## src/sum_kernel_pkg.sv

```systemverilog
/*
 * Shared types and constants for the sum kernel compute unit.
 * Holds the vertex, edge and sum widths, the result record and the
 * register map of the Wishbone block. Files refer to it by scoped name.
 */

`default_nettype none

package sum_kernel_pkg;

	////////////////////
	// widths
	////////////////////

	localparam int VERTEX_ID_W = 16;
	localparam int DEGREE_W    = 16;
	localparam int EDGE_DATA_W = 32;
	localparam int SUM_W       = 32;
	localparam int WB_ADDR_W   = 4;
	localparam int WB_DATA_W   = 32;

	typedef logic [VERTEX_ID_W-1:0] vertex_id_t;
	typedef logic [DEGREE_W-1:0]    degree_t;
	typedef logic [EDGE_DATA_W-1:0] edge_data_t;
	// wraps modulo 2^32
	typedef logic [SUM_W-1:0]       sum_t;

	typedef logic [WB_ADDR_W-1:0] wb_addr_t;
	typedef logic [WB_DATA_W-1:0] wb_data_t;

	// one record per finished vertex, vertex id in the upper bits
	typedef struct packed {
		vertex_id_t vertex_id;
		sum_t       sum;
	} vertex_result_t;

	////////////////////
	// register map
	////////////////////

	localparam wb_addr_t REG_CTRL         = 4'h0;
	localparam wb_addr_t REG_EDGE_COUNT   = 4'h4;
	localparam wb_addr_t REG_VERTEX_COUNT = 4'h8;
	localparam wb_addr_t REG_CU_ID        = 4'hC;

	localparam int CTRL_ENABLE_BIT = 0;
	localparam int CTRL_CLEAR_BIT  = 1;

endpackage

`default_nettype wire
```

## src/result_stream_if.sv

```systemverilog
/*
 * Valid/ready stream carrying one payload item per transfer.
 * The source drives valid and payload, the sink drives ready.
 * An item moves on a clock edge where valid and ready are both high.
 */

`timescale 1ns/1ps
`default_nettype none

interface result_stream_if #(
	parameter type payload_t = logic
) ();

	logic     valid;
	logic     ready;
	payload_t payload;

	modport source (
		output valid,
		output payload,
		input  ready
	);

	modport sink (
		input  valid,
		input  payload,
		output ready
	);

endinterface

`default_nettype wire

```

## src/sum_kernel_cu.sv

```systemverilog
/*
 * Top level of the sum kernel compute unit.
 * Vertex jobs and edge values come in on valid/ready ports, result
 * records leave through a write buffer, and a Wishbone classic port
 * reaches the control and counter registers.
 */

`timescale 1ns/1ps
`default_nettype none

module sum_kernel_cu #(
	parameter int CU_ID        = 1,
	parameter int RESULT_DEPTH = 4
) (
	input  logic                        clock,
	input  logic                        rstn,
	// vertex jobs
	input  logic                        job_valid,
	input  sum_kernel_pkg::vertex_id_t  job_vertex_id,
	input  sum_kernel_pkg::degree_t     job_degree,
	output logic                        job_ready,
	// edge stream
	input  logic                        edge_valid,
	input  sum_kernel_pkg::edge_data_t  edge_data,
	output logic                        edge_ready,
	// result records
	output logic                        result_valid,
	output sum_kernel_pkg::vertex_id_t  result_vertex_id,
	output sum_kernel_pkg::sum_t        result_sum,
	input  logic                        result_ready,
	// Wishbone classic
	input  logic                        wb_cyc,
	input  logic                        wb_stb,
	input  logic                        wb_we,
	input  sum_kernel_pkg::wb_addr_t    wb_adr,
	input  sum_kernel_pkg::wb_data_t    wb_wdata,
	output sum_kernel_pkg::wb_data_t    wb_rdata,
	output logic                        wb_ack
);

	logic enable;
	logic edge_taken;
	logic vertex_done;

	result_stream_if #(.payload_t(sum_kernel_pkg::vertex_result_t)) push_if ();
	result_stream_if #(.payload_t(sum_kernel_pkg::vertex_result_t)) pop_if ();

	// pop side unpacked onto the plain result ports
	assign pop_if.ready     = result_ready;
	assign result_valid     = pop_if.valid;
	assign result_vertex_id = pop_if.payload.vertex_id;
	assign result_sum       = pop_if.payload.sum;

	vertex_sum_accumulator vertex_sum_accumulator_inst (
		.clock         (clock),
		.rstn          (rstn),
		.enable        (enable),
		.job_valid     (job_valid),
		.job_vertex_id (job_vertex_id),
		.job_degree    (job_degree),
		.job_ready     (job_ready),
		.edge_valid    (edge_valid),
		.edge_data     (edge_data),
		.edge_ready    (edge_ready),
		.result        (push_if.source),
		.edge_taken    (edge_taken),
		.vertex_done   (vertex_done)
	);

	sync_fifo #(
		.item_t (sum_kernel_pkg::vertex_result_t),
		.DEPTH  (RESULT_DEPTH)
	) result_buffer_inst (
		.clock     (clock),
		.rstn      (rstn),
		.push_side (push_if.sink),
		.pop_side  (pop_if.source)
	);

	sum_kernel_regs #(
		.CU_ID (CU_ID)
	) sum_kernel_regs_inst (
		.clock       (clock),
		.rstn        (rstn),
		.wb_cyc      (wb_cyc),
		.wb_stb      (wb_stb),
		.wb_we       (wb_we),
		.wb_adr      (wb_adr),
		.wb_wdata    (wb_wdata),
		.wb_rdata    (wb_rdata),
		.wb_ack      (wb_ack),
		.edge_taken  (edge_taken),
		.vertex_done (vertex_done),
		.enable      (enable)
	);

endmodule

`default_nettype wire

```

## src/sum_kernel_regs.sv

```systemverilog
/*
 * Wishbone classic register block of the compute unit.
 * Holds the enable bit, counts accepted edges and finished vertices
 * and reports the unit id. Ack follows the strobe by one clock.
 */

`timescale 1ns/1ps
`default_nettype none

module sum_kernel_regs #(
	parameter int CU_ID = 1
) (
	input  logic                      clock,
	input  logic                      rstn,
	input  logic                      wb_cyc,
	input  logic                      wb_stb,
	input  logic                      wb_we,
	input  sum_kernel_pkg::wb_addr_t  wb_adr,
	input  sum_kernel_pkg::wb_data_t  wb_wdata,
	output sum_kernel_pkg::wb_data_t  wb_rdata,
	output logic                      wb_ack,
	input  logic                      edge_taken,
	input  logic                      vertex_done,
	output logic                      enable
);

	sum_kernel_pkg::wb_data_t edge_count;
	sum_kernel_pkg::wb_data_t vertex_count;
	sum_kernel_pkg::wb_data_t read_word;
	logic                     access;
	logic                     ctrl_write;
	logic                     clear;

	// a new access is the first strobe cycle, not the one carrying the ack
	assign access     = wb_cyc && wb_stb && !wb_ack;
	assign ctrl_write = access && wb_we && (wb_adr == sum_kernel_pkg::REG_CTRL);
	assign clear      = ctrl_write && wb_wdata[sum_kernel_pkg::CTRL_CLEAR_BIT];

	////////////////////
	// read mux
	////////////////////

	always_comb begin
		read_word = '0;
		case (wb_adr)
			sum_kernel_pkg::REG_CTRL:         read_word[sum_kernel_pkg::CTRL_ENABLE_BIT] = enable;
			sum_kernel_pkg::REG_EDGE_COUNT:   read_word = edge_count;
			sum_kernel_pkg::REG_VERTEX_COUNT: read_word = vertex_count;
			sum_kernel_pkg::REG_CU_ID:        read_word = sum_kernel_pkg::wb_data_t'(CU_ID);
			default:                          read_word = '0;
		endcase
	end

	always_ff @(posedge clock or negedge rstn) begin
		if (!rstn) begin
			wb_ack   <= 1'b0;
			wb_rdata <= '0;
			enable   <= 1'b0;
		end else begin
			wb_ack <= access;
			if (access && !wb_we)
				wb_rdata <= read_word;
			if (ctrl_write)
				enable <= wb_wdata[sum_kernel_pkg::CTRL_ENABLE_BIT];
		end
	end

	////////////////////
	// counters
	////////////////////

	// clear wins over a pulse in the same cycle
	always_ff @(posedge clock or negedge rstn) begin
		if (!rstn) begin
			edge_count   <= '0;
			vertex_count <= '0;
		end else if (clear) begin
			edge_count   <= '0;
			vertex_count <= '0;
		end else begin
			if (edge_taken)
				edge_count <= edge_count + 1'b1;
			if (vertex_done)
				vertex_count <= vertex_count + 1'b1;
		end
	end

endmodule

`default_nettype wire

```

## src/vertex_sum_accumulator.sv

```systemverilog
/*
 * Takes one vertex job at a time, accepts as many edge values as its
 * out-degree and adds them into a wrapping 32-bit sum. The finished
 * record is offered on the result stream until the write buffer takes it.
 */

`timescale 1ns/1ps
`default_nettype none

module vertex_sum_accumulator (
	input  logic                        clock,
	input  logic                        rstn,
	input  logic                        enable,
	input  logic                        job_valid,
	input  sum_kernel_pkg::vertex_id_t  job_vertex_id,
	input  sum_kernel_pkg::degree_t     job_degree,
	output logic                        job_ready,
	input  logic                        edge_valid,
	input  sum_kernel_pkg::edge_data_t  edge_data,
	output logic                        edge_ready,
	result_stream_if.source             result,
	output logic                        edge_taken,
	output logic                        vertex_done
);

	typedef enum logic [1:0] {
		ST_IDLE,
		ST_SUMMING,
		ST_EMITTING
	} state_t;

	state_t                     state;
	sum_kernel_pkg::vertex_id_t vertex_id_q;
	sum_kernel_pkg::degree_t    degree_q;
	sum_kernel_pkg::degree_t    edge_count;
	sum_kernel_pkg::sum_t       sum_q;
	logic                       job_fire;
	logic                       edge_fire;
	logic                       push_fire;

	////////////////////
	// handshakes
	////////////////////

	// disabling only blocks the next job, a running one finishes
	assign job_ready  = enable && (state == ST_IDLE);
	assign edge_ready = (state == ST_SUMMING);

	assign job_fire  = job_valid && job_ready;
	assign edge_fire = edge_valid && edge_ready;
	assign push_fire = result.valid && result.ready;

	assign edge_taken  = edge_fire;
	assign vertex_done = push_fire;

	assign result.valid             = (state == ST_EMITTING);
	assign result.payload.vertex_id = vertex_id_q;
	assign result.payload.sum       = sum_q;

	////////////////////
	// FSM
	////////////////////

	always_ff @(posedge clock or negedge rstn) begin
		if (!rstn) begin
			state      <= ST_IDLE;
			edge_count <= '0;
		end else begin
			case (state)
				ST_IDLE: begin
					if (job_fire) begin
						edge_count <= '0;
						// zero degree goes straight to the push
						state <= (job_degree == '0) ? ST_EMITTING : ST_SUMMING;
					end
				end
				ST_SUMMING: begin
					if (edge_fire) begin
						edge_count <= edge_count + 1'b1;
						if (edge_count + 1'b1 == degree_q)
							state <= ST_EMITTING;
					end
				end
				ST_EMITTING: begin
					// held here while the buffer is full
					if (push_fire)
						state <= ST_IDLE;
				end
				default: state <= ST_IDLE;
			endcase
		end
	end

	// job fields and running sum
	always_ff @(posedge clock) begin
		if (job_fire) begin
			vertex_id_q <= job_vertex_id;
			degree_q    <= job_degree;
			sum_q       <= '0;
		end else if (edge_fire) begin
			sum_q <= sum_q + edge_data;
		end
	end

endmodule

`default_nettype wire

```

## src/sync_fifo.sv

```systemverilog
/*
 * First-word-fall-through buffer between two valid/ready streams.
 * The head item sits in a registered read slot, the rest wait in a
 * circular store of DEPTH-1 entries. Total capacity is DEPTH (at least 2).
 */

`timescale 1ns/1ps
`default_nettype none

module sync_fifo #(
	parameter type item_t = logic,
	parameter int  DEPTH  = 4
) (
	input  logic                 clock,
	input  logic                 rstn,
	result_stream_if.sink   push_side,
	result_stream_if.source pop_side
);

	localparam int MEM_DEPTH = DEPTH - 1;
	localparam int PTR_W     = (MEM_DEPTH > 1) ? $clog2(MEM_DEPTH) : 1;
	localparam int CNT_W     = $clog2(DEPTH);

	item_t            mem [MEM_DEPTH];
	item_t            slot_data;
	logic             slot_valid;
	logic [PTR_W-1:0] wr_ptr;
	logic [PTR_W-1:0] rd_ptr;
	logic [CNT_W-1:0] mem_count;
	logic             push;
	logic             pop;
	logic             mem_empty;
	logic             slot_take_push;
	logic             mem_write;
	logic             mem_read;

	assign mem_empty = (mem_count == '0);
	assign push_side.ready = !(slot_valid && (mem_count == CNT_W'(MEM_DEPTH)));
	assign pop_side.valid = slot_valid;
	assign pop_side.payload = slot_data;

	assign push = push_side.valid && push_side.ready;
	assign pop  = pop_side.valid && pop_side.ready;

	// new item goes straight to the slot when nothing is queued ahead of it
	assign slot_take_push = push && (!slot_valid || (pop && mem_empty));
	assign mem_write      = push && !slot_take_push;
	assign mem_read       = pop && !mem_empty;

	always_ff @(posedge clock or negedge rstn) begin
		if (!rstn) begin
			slot_valid <= 1'b0;
			wr_ptr     <= '0;
			rd_ptr     <= '0;
			mem_count  <= '0;
		end else begin
			if (slot_take_push || mem_read)
				slot_valid <= 1'b1;
			else if (pop)
				slot_valid <= 1'b0;
			if (mem_write)
				wr_ptr <= (wr_ptr == PTR_W'(MEM_DEPTH - 1)) ? '0 : wr_ptr + 1'b1;
			if (mem_read)
				rd_ptr <= (rd_ptr == PTR_W'(MEM_DEPTH - 1)) ? '0 : rd_ptr + 1'b1;
			mem_count <= mem_count + CNT_W'(mem_write) - CNT_W'(mem_read);
		end
	end

	// storage and slot payload
	always_ff @(posedge clock) begin
		if (mem_write)
			mem[wr_ptr] <= push_side.payload;
		if (mem_read)
			slot_data <= mem[rd_ptr];
		else if (slot_take_push)
			slot_data <= push_side.payload;
	end

endmodule

`default_nettype wire

```

## config.mk

```make
export PLATFORM = sky130hd
export DESIGN_NAME = sum_kernel_cu
export DESIGN_NICKNAME = d
export VERILOG_FILES = /design/src/sum_kernel_pkg.sv /design/src/result_stream_if.sv /design/src/sum_kernel_cu.sv /design/src/sum_kernel_regs.sv /design/src/vertex_sum_accumulator.sv /design/src/sync_fifo.sv
export SDC_FILE = /design/constraint.sdc
export NUM_CORES = 1
export LEC_CHECK = 0
export BUFFER_PORTS_ARGS = -buffer_cell sky130_fd_sc_hd__clkbuf_2
export CAP_MARGIN = 25
export CORE_UTILIZATION = 60
export DETAILED_ROUTE_END_ITERATION = 10
export PLACE_DENSITY = 0.81
export SYNTH_ARGS = -nofsm -noshare
export SYNTH_HDL_FRONTEND = slang
export SYNTH_SLANG_ARGS = --single-unit
export TNS_END_PERCENT = 50
```

## constraint.sdc

```tcl
create_clock -name clock -period 15.5 [get_ports clock]
set_clock_uncertainty 0.2 [all_clocks]
set_input_delay 2.325 -clock clock [delete_from_list [all_inputs] [get_ports clock]]
set_output_delay 2.325 -clock clock [all_outputs]
set_load 0.01 [all_outputs]
```

[Word-level counts from Yosys, hierarchy flattened]
Memory sizes are Yosys's and may differ from the RTL's.
Cells that the tools add are included.
Operators by class
  add/sub/neg operators: 8
  eq/ne operators: 13
  multiplexer cells: 23
  reduce and logical (&&, ||, !) cells: 35
Operator list (count)
  two-way mux 32 bit: 4
  two-way mux 48 bit: 2
  adder 32 x 1 -> 32 bit, second input constant: 2
  case mux 31 bit (2 select lines): 1
  adder 32 bit: 1
  two-way mux 16 bit: 2
  case mux 16 bit (2 select lines): 1
  adder 16 x 1 -> 16 bit, second input constant: 1
  == test 16 bit: 1
  logical AND 1 bit: 16
  zero test 16 bit: 1
  two-way mux 2 bit: 7
  nonzero test 2 bit: 5
  == test 2 bit, second input constant: 4
  == test 4 bit, second input constant: 2
  zero test 1 bit: 6
  != test 2 bit, second input constant: 3
  case mux 2 bit (3 select lines): 1
  adder 2 x 1 -> 2 bit, second input constant: 2
  == test 4 x 3 -> 1 bit, second input constant: 1
  zero test 2 bit: 2
  zero test 4 bit: 1
  two-way mux 1 bit: 4
  case mux 1 bit (4 select lines): 1
  other kinds (7): 8
Storage, ports and cells
  bits in registers: 235
  bits in writable memories: 144
  input port bits: 108
  output and inout bits: 84
  logic and storage cells: 96
  memories: 1
Memory list
  result_buffer_inst.mem: depth 3, width 48, rd ports 1, clocked after Yosys merged registers in 0, write ports 1, line sync_fifo.sv:24  | item_t mem [MEM_DEPTH];

[Logic depth before layout (Yosys ltp)]
  depth in word-level cells: 9
  depth in mapped cells: 10
  gate-level depth less buffers: 10

[Cells and area by module]
Synthesis repeated with hierarchy kept, for this count alone.
Second synthesis, totals
  cells, all modules: 1527
  area, all modules: 17669.4 sq um
By module, submodules not included
  sync_fifo: times used 1, cells each 441, area each 7711.1 sq um, seq. area each 5940.7 sq um
  vertex_sum_accumulator: times used 1, cells each 571, area each 5076.1 sq um, seq. area each 2052.0 sq um
  sum_kernel_regs: times used 1, cells each 515, area each 4882.2 sq um, seq. area each 2452.4 sq um

[Worst setup path after synthesis]
Ideal clock, no wire load.
  kind: input port to flip-flop
  from: input result_ready
  to: memory result_buffer_inst.mem[1][0] in the netlist's numbering, enable pin
  setup time: 0.526 ns
  arrival: 6.181 ns
  data required time: 14.774 ns
  setup slack: 8.593 ns
  stages: 3
  path buffers: 0
  cell sequence: nand2_1 > nand3_1 > nor3b_1
On the way
  word-level cells in the longest chain between the ends: 8
RTL lines
  start, declared: line sum_kernel_cu.sv:30  | input logic result_ready,
  logical AND 1 bit: line sync_fifo.sv:43  | assign pop = pop_side.valid && pop_side.ready;
  logical AND 1 bit: line sync_fifo.sv:46  | assign slot_take_push = push && (!slot_valid || (pop && mem_empty));
  logical OR 1 bit: line sync_fifo.sv:46
  logical AND 1 bit: line sync_fifo.sv:46
  zero test 1 bit: line sync_fifo.sv:47  | assign mem_write = push && !slot_take_push;
  logical AND 1 bit: line sync_fifo.sv:47
  two-way mux 1 bit: line sync_fifo.sv:71  | if (mem_write)
  two-way mux 1 bit (not written as such): line sync_fifo.sv:72  | mem[wr_ptr] <= push_side.payload;
  end, declared: line sync_fifo.sv:24
Every way passes these cells.

[Worst setup path in the final report]
  from: input edge_data[0]
  to: register vertex_sum_accumulator_inst.sum_q[28]
On the way
  word-level cells in the longest chain between the ends: 1
RTL lines
  start, declared: line sum_kernel_cu.sv:24  | input sum_kernel_pkg::edge_data_t edge_data,
  adder 32 bit: line vertex_sum_accumulator.sv:101  | sum_q <= sum_q + edge_data;
  end signal, assigned: line vertex_sum_accumulator.sv:101
  end, declared: line vertex_sum_accumulator.sv:36  | sum_kernel_pkg::sum_t sum_q;
Every way passes these cells.
A chain may end at the register's enable or synchronous reset.

==> metrics.log <==
[metrics] die width: 171 um
[metrics] most instantiated flip-flop cell in the synthesis netlist: edfxtp_1
[metrics] count of flip-flops with a built-in enable after synthesis: 224
[metrics] footprint of the multi-input gates: 0.00636 sq mm
[metrics] violation count after the first detailed-routing iteration: 963
[metrics] count of antenna-violating nets left after detailed routing: 0
[metrics] Synth Area in Compound Gates: 12.3%
[metrics] mux share of post-synthesis cell area: 3.37%
[metrics] remaining design rule violation count: 0
[metrics] clock tree buffer depth: 3
[metrics] via count of the routed design: 12000
[metrics] vias per inst: 5.75
[metrics] RD Place Congestion: 0.892
[metrics] Slew Limit Headroom: 35.4%
[metrics] maximum vdd drop: 0.000102 V
[metrics] Max Fanout on Critical Path: 5
[metrics] critical path's top delay family: compound AO/OA/AOI/OAI gates
[metrics] hold-fix buffers at CTS: 0
[metrics] via count of the first global-routing pass: 11600
[metrics] number of post-CTS setup repair buffers: 0
[metrics] maximum number of pins on one net before global-route repair: 102
[metrics] Post-Place Cells: 2012
[metrics] Worst Setup End Kind: flip-flop
[metrics] sequence of cells on the critical path: clkbuf_2, ha_1, fa_1, a21o_1, a311o_1, a211o_1, a21oi_2, o31a_2, a21boi_1, o21a_1, o31ai_1
[metrics] number of antenna violations at the first check in global routing: 7
[metrics] Routed wire per std cell: between 15 and 20 um
[metrics] Die Outline Area: a little under 0.03 sq mm
[metrics] total half-perimeter wirelength after legalization and detailed placement: between 20000 and 25000 um
[metrics] total buffers and inverters traversed by the critical path: 1
[metrics] startpoint kind of the worst setup timing path: primary input
[metrics] part of the Yosys area used for sequential elements: 61.1%
[metrics] layout cells sized above 1: 15.8%
[metrics] Async S/R FF share, synth: 32.5%
[metrics] number of I/O port buffers: ~160
[metrics] clock tree sinks: 379
[metrics] power per standard cell area: roughly 150 mW/mm^2
[metrics] Sequential Area: 0.0104 sq mm
[metrics] number of H-tree levels: 2
[metrics] synthesis warning total: 0
[metrics] cell count after synthesis: approximately 1500
[metrics] critical path arrival: 4.98 ns
[metrics] count of pins on the block boundary: 192
[metrics] Setup Total Neg Slack: 0 ns
[metrics] distinct cell type count after synthesis: 63
[metrics] critical path data required time: 15.73 ns
[metrics] fraction of the cycle the final worst path needs: 30.6%
[metrics] slowest CP cell: a311o_1
[metrics] initial standard-cell utilization of the core: ~61%
[metrics] clock transition time at the flip-flop clock pins of the worst setup and hold paths: 0.06 ns
[metrics] post-route minimum period: between 4 and 5 ns
[metrics] vertical die dimension: 171 um
[metrics] Final nets: 1822
[metrics] worst stage delay on the critical path: 0.42 ns
[metrics] startpoint-to-endpoint class of the critical path: in2reg
[metrics] global route total overflow: 0
[metrics] Clock Latency Late Sink: 0.54 ns
[metrics] root buffer cell: clkbuf_16
[metrics] leakage power total: 7.86 nW
[metrics] count of placed standard cells in the final layout, fillers left out: 2092
[metrics] net count after synthesis: between 1500 and 2000
[metrics] clock buffer count from CTS: 39
[metrics] global-route usage over all layers: about 25%
[metrics] dominant combinational cell family by area after synthesis: simple AND/OR/NAND/NOR gates
[metrics] combined area of all synthesized cells: 0.0171 sq mm
[metrics] TritonCTS clock tree: yes
[metrics] total wirelength of the detailed-routed design: 36400 um
[metrics] reported max-cap violation count: 0
[metrics] number of stages on the worst hold path: 0
[metrics] CTS resizes: 0
[metrics] launch point of the critical path: edge_data[0]
[metrics] number of core rows: 61
[metrics] run status: finished clean
[metrics] source of the worst register-to-register timing path: vertex_sum_accumulator_inst.sum_q[0]
[metrics] Worst R2R Path Depth: 10
[metrics] number of hold violations in the final report: 0
[metrics] core area: 0.0279 sq mm
[metrics] simple-gate share of the synthesized area: 13.6%
[metrics] Mapped Avg Cell Area: 11.2 sq um
[metrics] count of pins over their slew limit: 0
[metrics] Area growth, synth to finish: 14.8%
[metrics] setup repair after global routing missed its margin: false
[metrics] worst hold path type: reg2reg
[metrics] top achievable clock speed: 0.211 GHz
[metrics] xor and xnor area share after synthesis: about 5%
[metrics] router iterations before antenna repair: 5
[metrics] # setup viols final: 0
[metrics] flop and latch count out of synthesis: 379
[metrics] start point of the worst hold path: vertex_sum_accumulator_inst.vertex_id_q[0]
[metrics] cell depth of the worst setup path: 11
[metrics] arithmetic-cell share of the synthesized area counting full adders, half adders and majority gates: 2.75%
[metrics] actual transition at the worst max-transition pin: 0.968 ns
[metrics] number of fillers in the final layout: between 2000 and 2500
[metrics] global-route wire length before repair: 58300 um
## kinds of logic (layout without fill, tap and decap cells)
family          count (synthesis)  count (layout)
other cells                     0               6
simple gates                  506             506
compound gates                365             365
flops                         379             379
fa+ha+maj                      37              37
mux                            57              57
xor+xnor                       96              96
buf+inv                        89             268
## cell usage in the layout, fill, tap and decap left out, drive strengths merged, types with 5 or more instances in the layout
| cell | synthesis | final |
|---|---|---|
| clkinv | 0 | 14 |
| and2 | 6 | 6 |
| buf | 18 | 19 |
| nor2 | 174 | 174 |
| o21bai | 5 | 5 |
| nand4 | 20 | 20 |
| xor2 | 53 | 53 |
| clkbuf | 54 | 211 |
| nand2b | 6 | 6 |
| diode | 0 | 6 |
| inv | 17 | 18 |
| o31ai | 9 | 9 |
| dfrtp | 123 | 123 |
| clkinvlp | 0 | 5 |
| nand2 | 175 | 175 |
| ha | 36 | 36 |
| nand3 | 41 | 41 |
| or3 | 13 | 13 |
| nor2b | 5 | 5 |
| xnor2 | 43 | 43 |
| a21o | 16 | 16 |
| a21oi | 155 | 155 |
| a22oi | 31 | 31 |
| edfxtp | 224 | 224 |
| o21ai | 110 | 110 |
| a211oi | 5 | 5 |
| and3 | 23 | 23 |
| nor3b | 5 | 5 |
| a31oi | 5 | 5 |
| mux2i | 53 | 53 |
| nor4 | 9 | 9 |
| dfxtp | 32 | 32 |
| nor3 | 21 | 21 |
## path summary, 6_finish.rpt
kind                       slack, ns                                         to
hold reg to reg                 0.31              result_buffer_inst.mem[0][32]
max in group asynchronous      12.51  vertex_sum_accumulator_inst.edge_count[0]
setup / recovery               10.76      vertex_sum_accumulator_inst.sum_q[28]
min in group asynchronous       1.61               result_buffer_inst.rd_ptr[0]
hold / removal                  0.31              result_buffer_inst.mem[0][32]
setup reg to reg               12.26      vertex_sum_accumulator_inst.sum_q[28]
## final cells by class
type                       instances  area share [%]
clock buffer                      51            5.56
tap                              378            2.41
antenna                            6          0.0765
timing repair buffer             179            5.08
clock inverter                    21           0.925
inverter                          17           0.325
multi-input combinational       1061            32.4
sequential                       379            53.2
## flip-flops by register name, indices dropped and copies added (netlist names)
register / cells
vertex_sum_accumulator_inst.edge_count: 16
result_buffer_inst.rd_ptr: 2
vertex_sum_accumulator_inst.vertex_id_q: 16
sum_kernel_regs_inst.wb_rdata: 32
sum_kernel_regs_inst.edge_count: 32
vertex_sum_accumulator_inst.sum_q: 32
sum_kernel_regs_inst.vertex_count: 32
result_buffer_inst.mem: 144
result_buffer_inst.pop_side.valid: 1
sum_kernel_regs_inst.enable: 1
vertex_sum_accumulator_inst.degree_q: 16
result_buffer_inst.mem_count: 2
vertex_sum_accumulator_inst.state: 2
result_buffer_inst.pop_side.payload: 48
result_buffer_inst.wr_ptr: 2
sum_kernel_regs_inst.wb_ack: 1
## cells in the mapped netlist, types with 36 or more instances
| library cell | instances | area [sq um] |
|---|---|---|
| nand2_1 | 175 | 657 |
| o21ai_0 | 98 | 490 |
| ha_1 | 36 | 450 |
| nand3_1 | 40 | 200 |
| xnor2_1 | 43 | 377 |
| dfrtp_1 | 123 | 3080 |
| xor2_1 | 53 | 464 |
| mux2i_1 | 53 | 531 |
| clkbuf_1 | 54 | 203 |
| edfxtp_1 | 224 | 6730 |
| a21oi_1 | 153 | 766 |
| nor2_1 | 174 | 653 |
## stage by stage
stage               cell area, sq um  util (%)  power (mW)  worst slack [ns]  hold WS (ns)
floorplan                      17100         -        1.90              8.59         0.263
global placement               18300      65.4        2.07             10.27         0.286
detailed placement             18300      65.5        2.10             10.24         0.294
CTS                            19600      70.0        3.02             10.78         0.306
global route                   19600      70.2        3.17             10.70         0.322
finish                         19600      70.2        3.01             10.76         0.306
## per-layer routing
layer  global-route usage (%)  wire, um  up-vias
met3                     4.02      2130       57
met2                     41.9     17600      353
met4                     8.73       721        2
met1                     34.5     15900     5779
li1                         -         -     5833
met5                        0        12        -
## power breakdown
group	switching [mW]	leakage, nW	internal (mW)
registers	0.145	3.75	1.21
clock network	0.390	0.612	0.519
logic	0.421	3.50	0.327
total	0.957	7.86	2.05
Note: power is estimated with default switching activity, not from simulation.
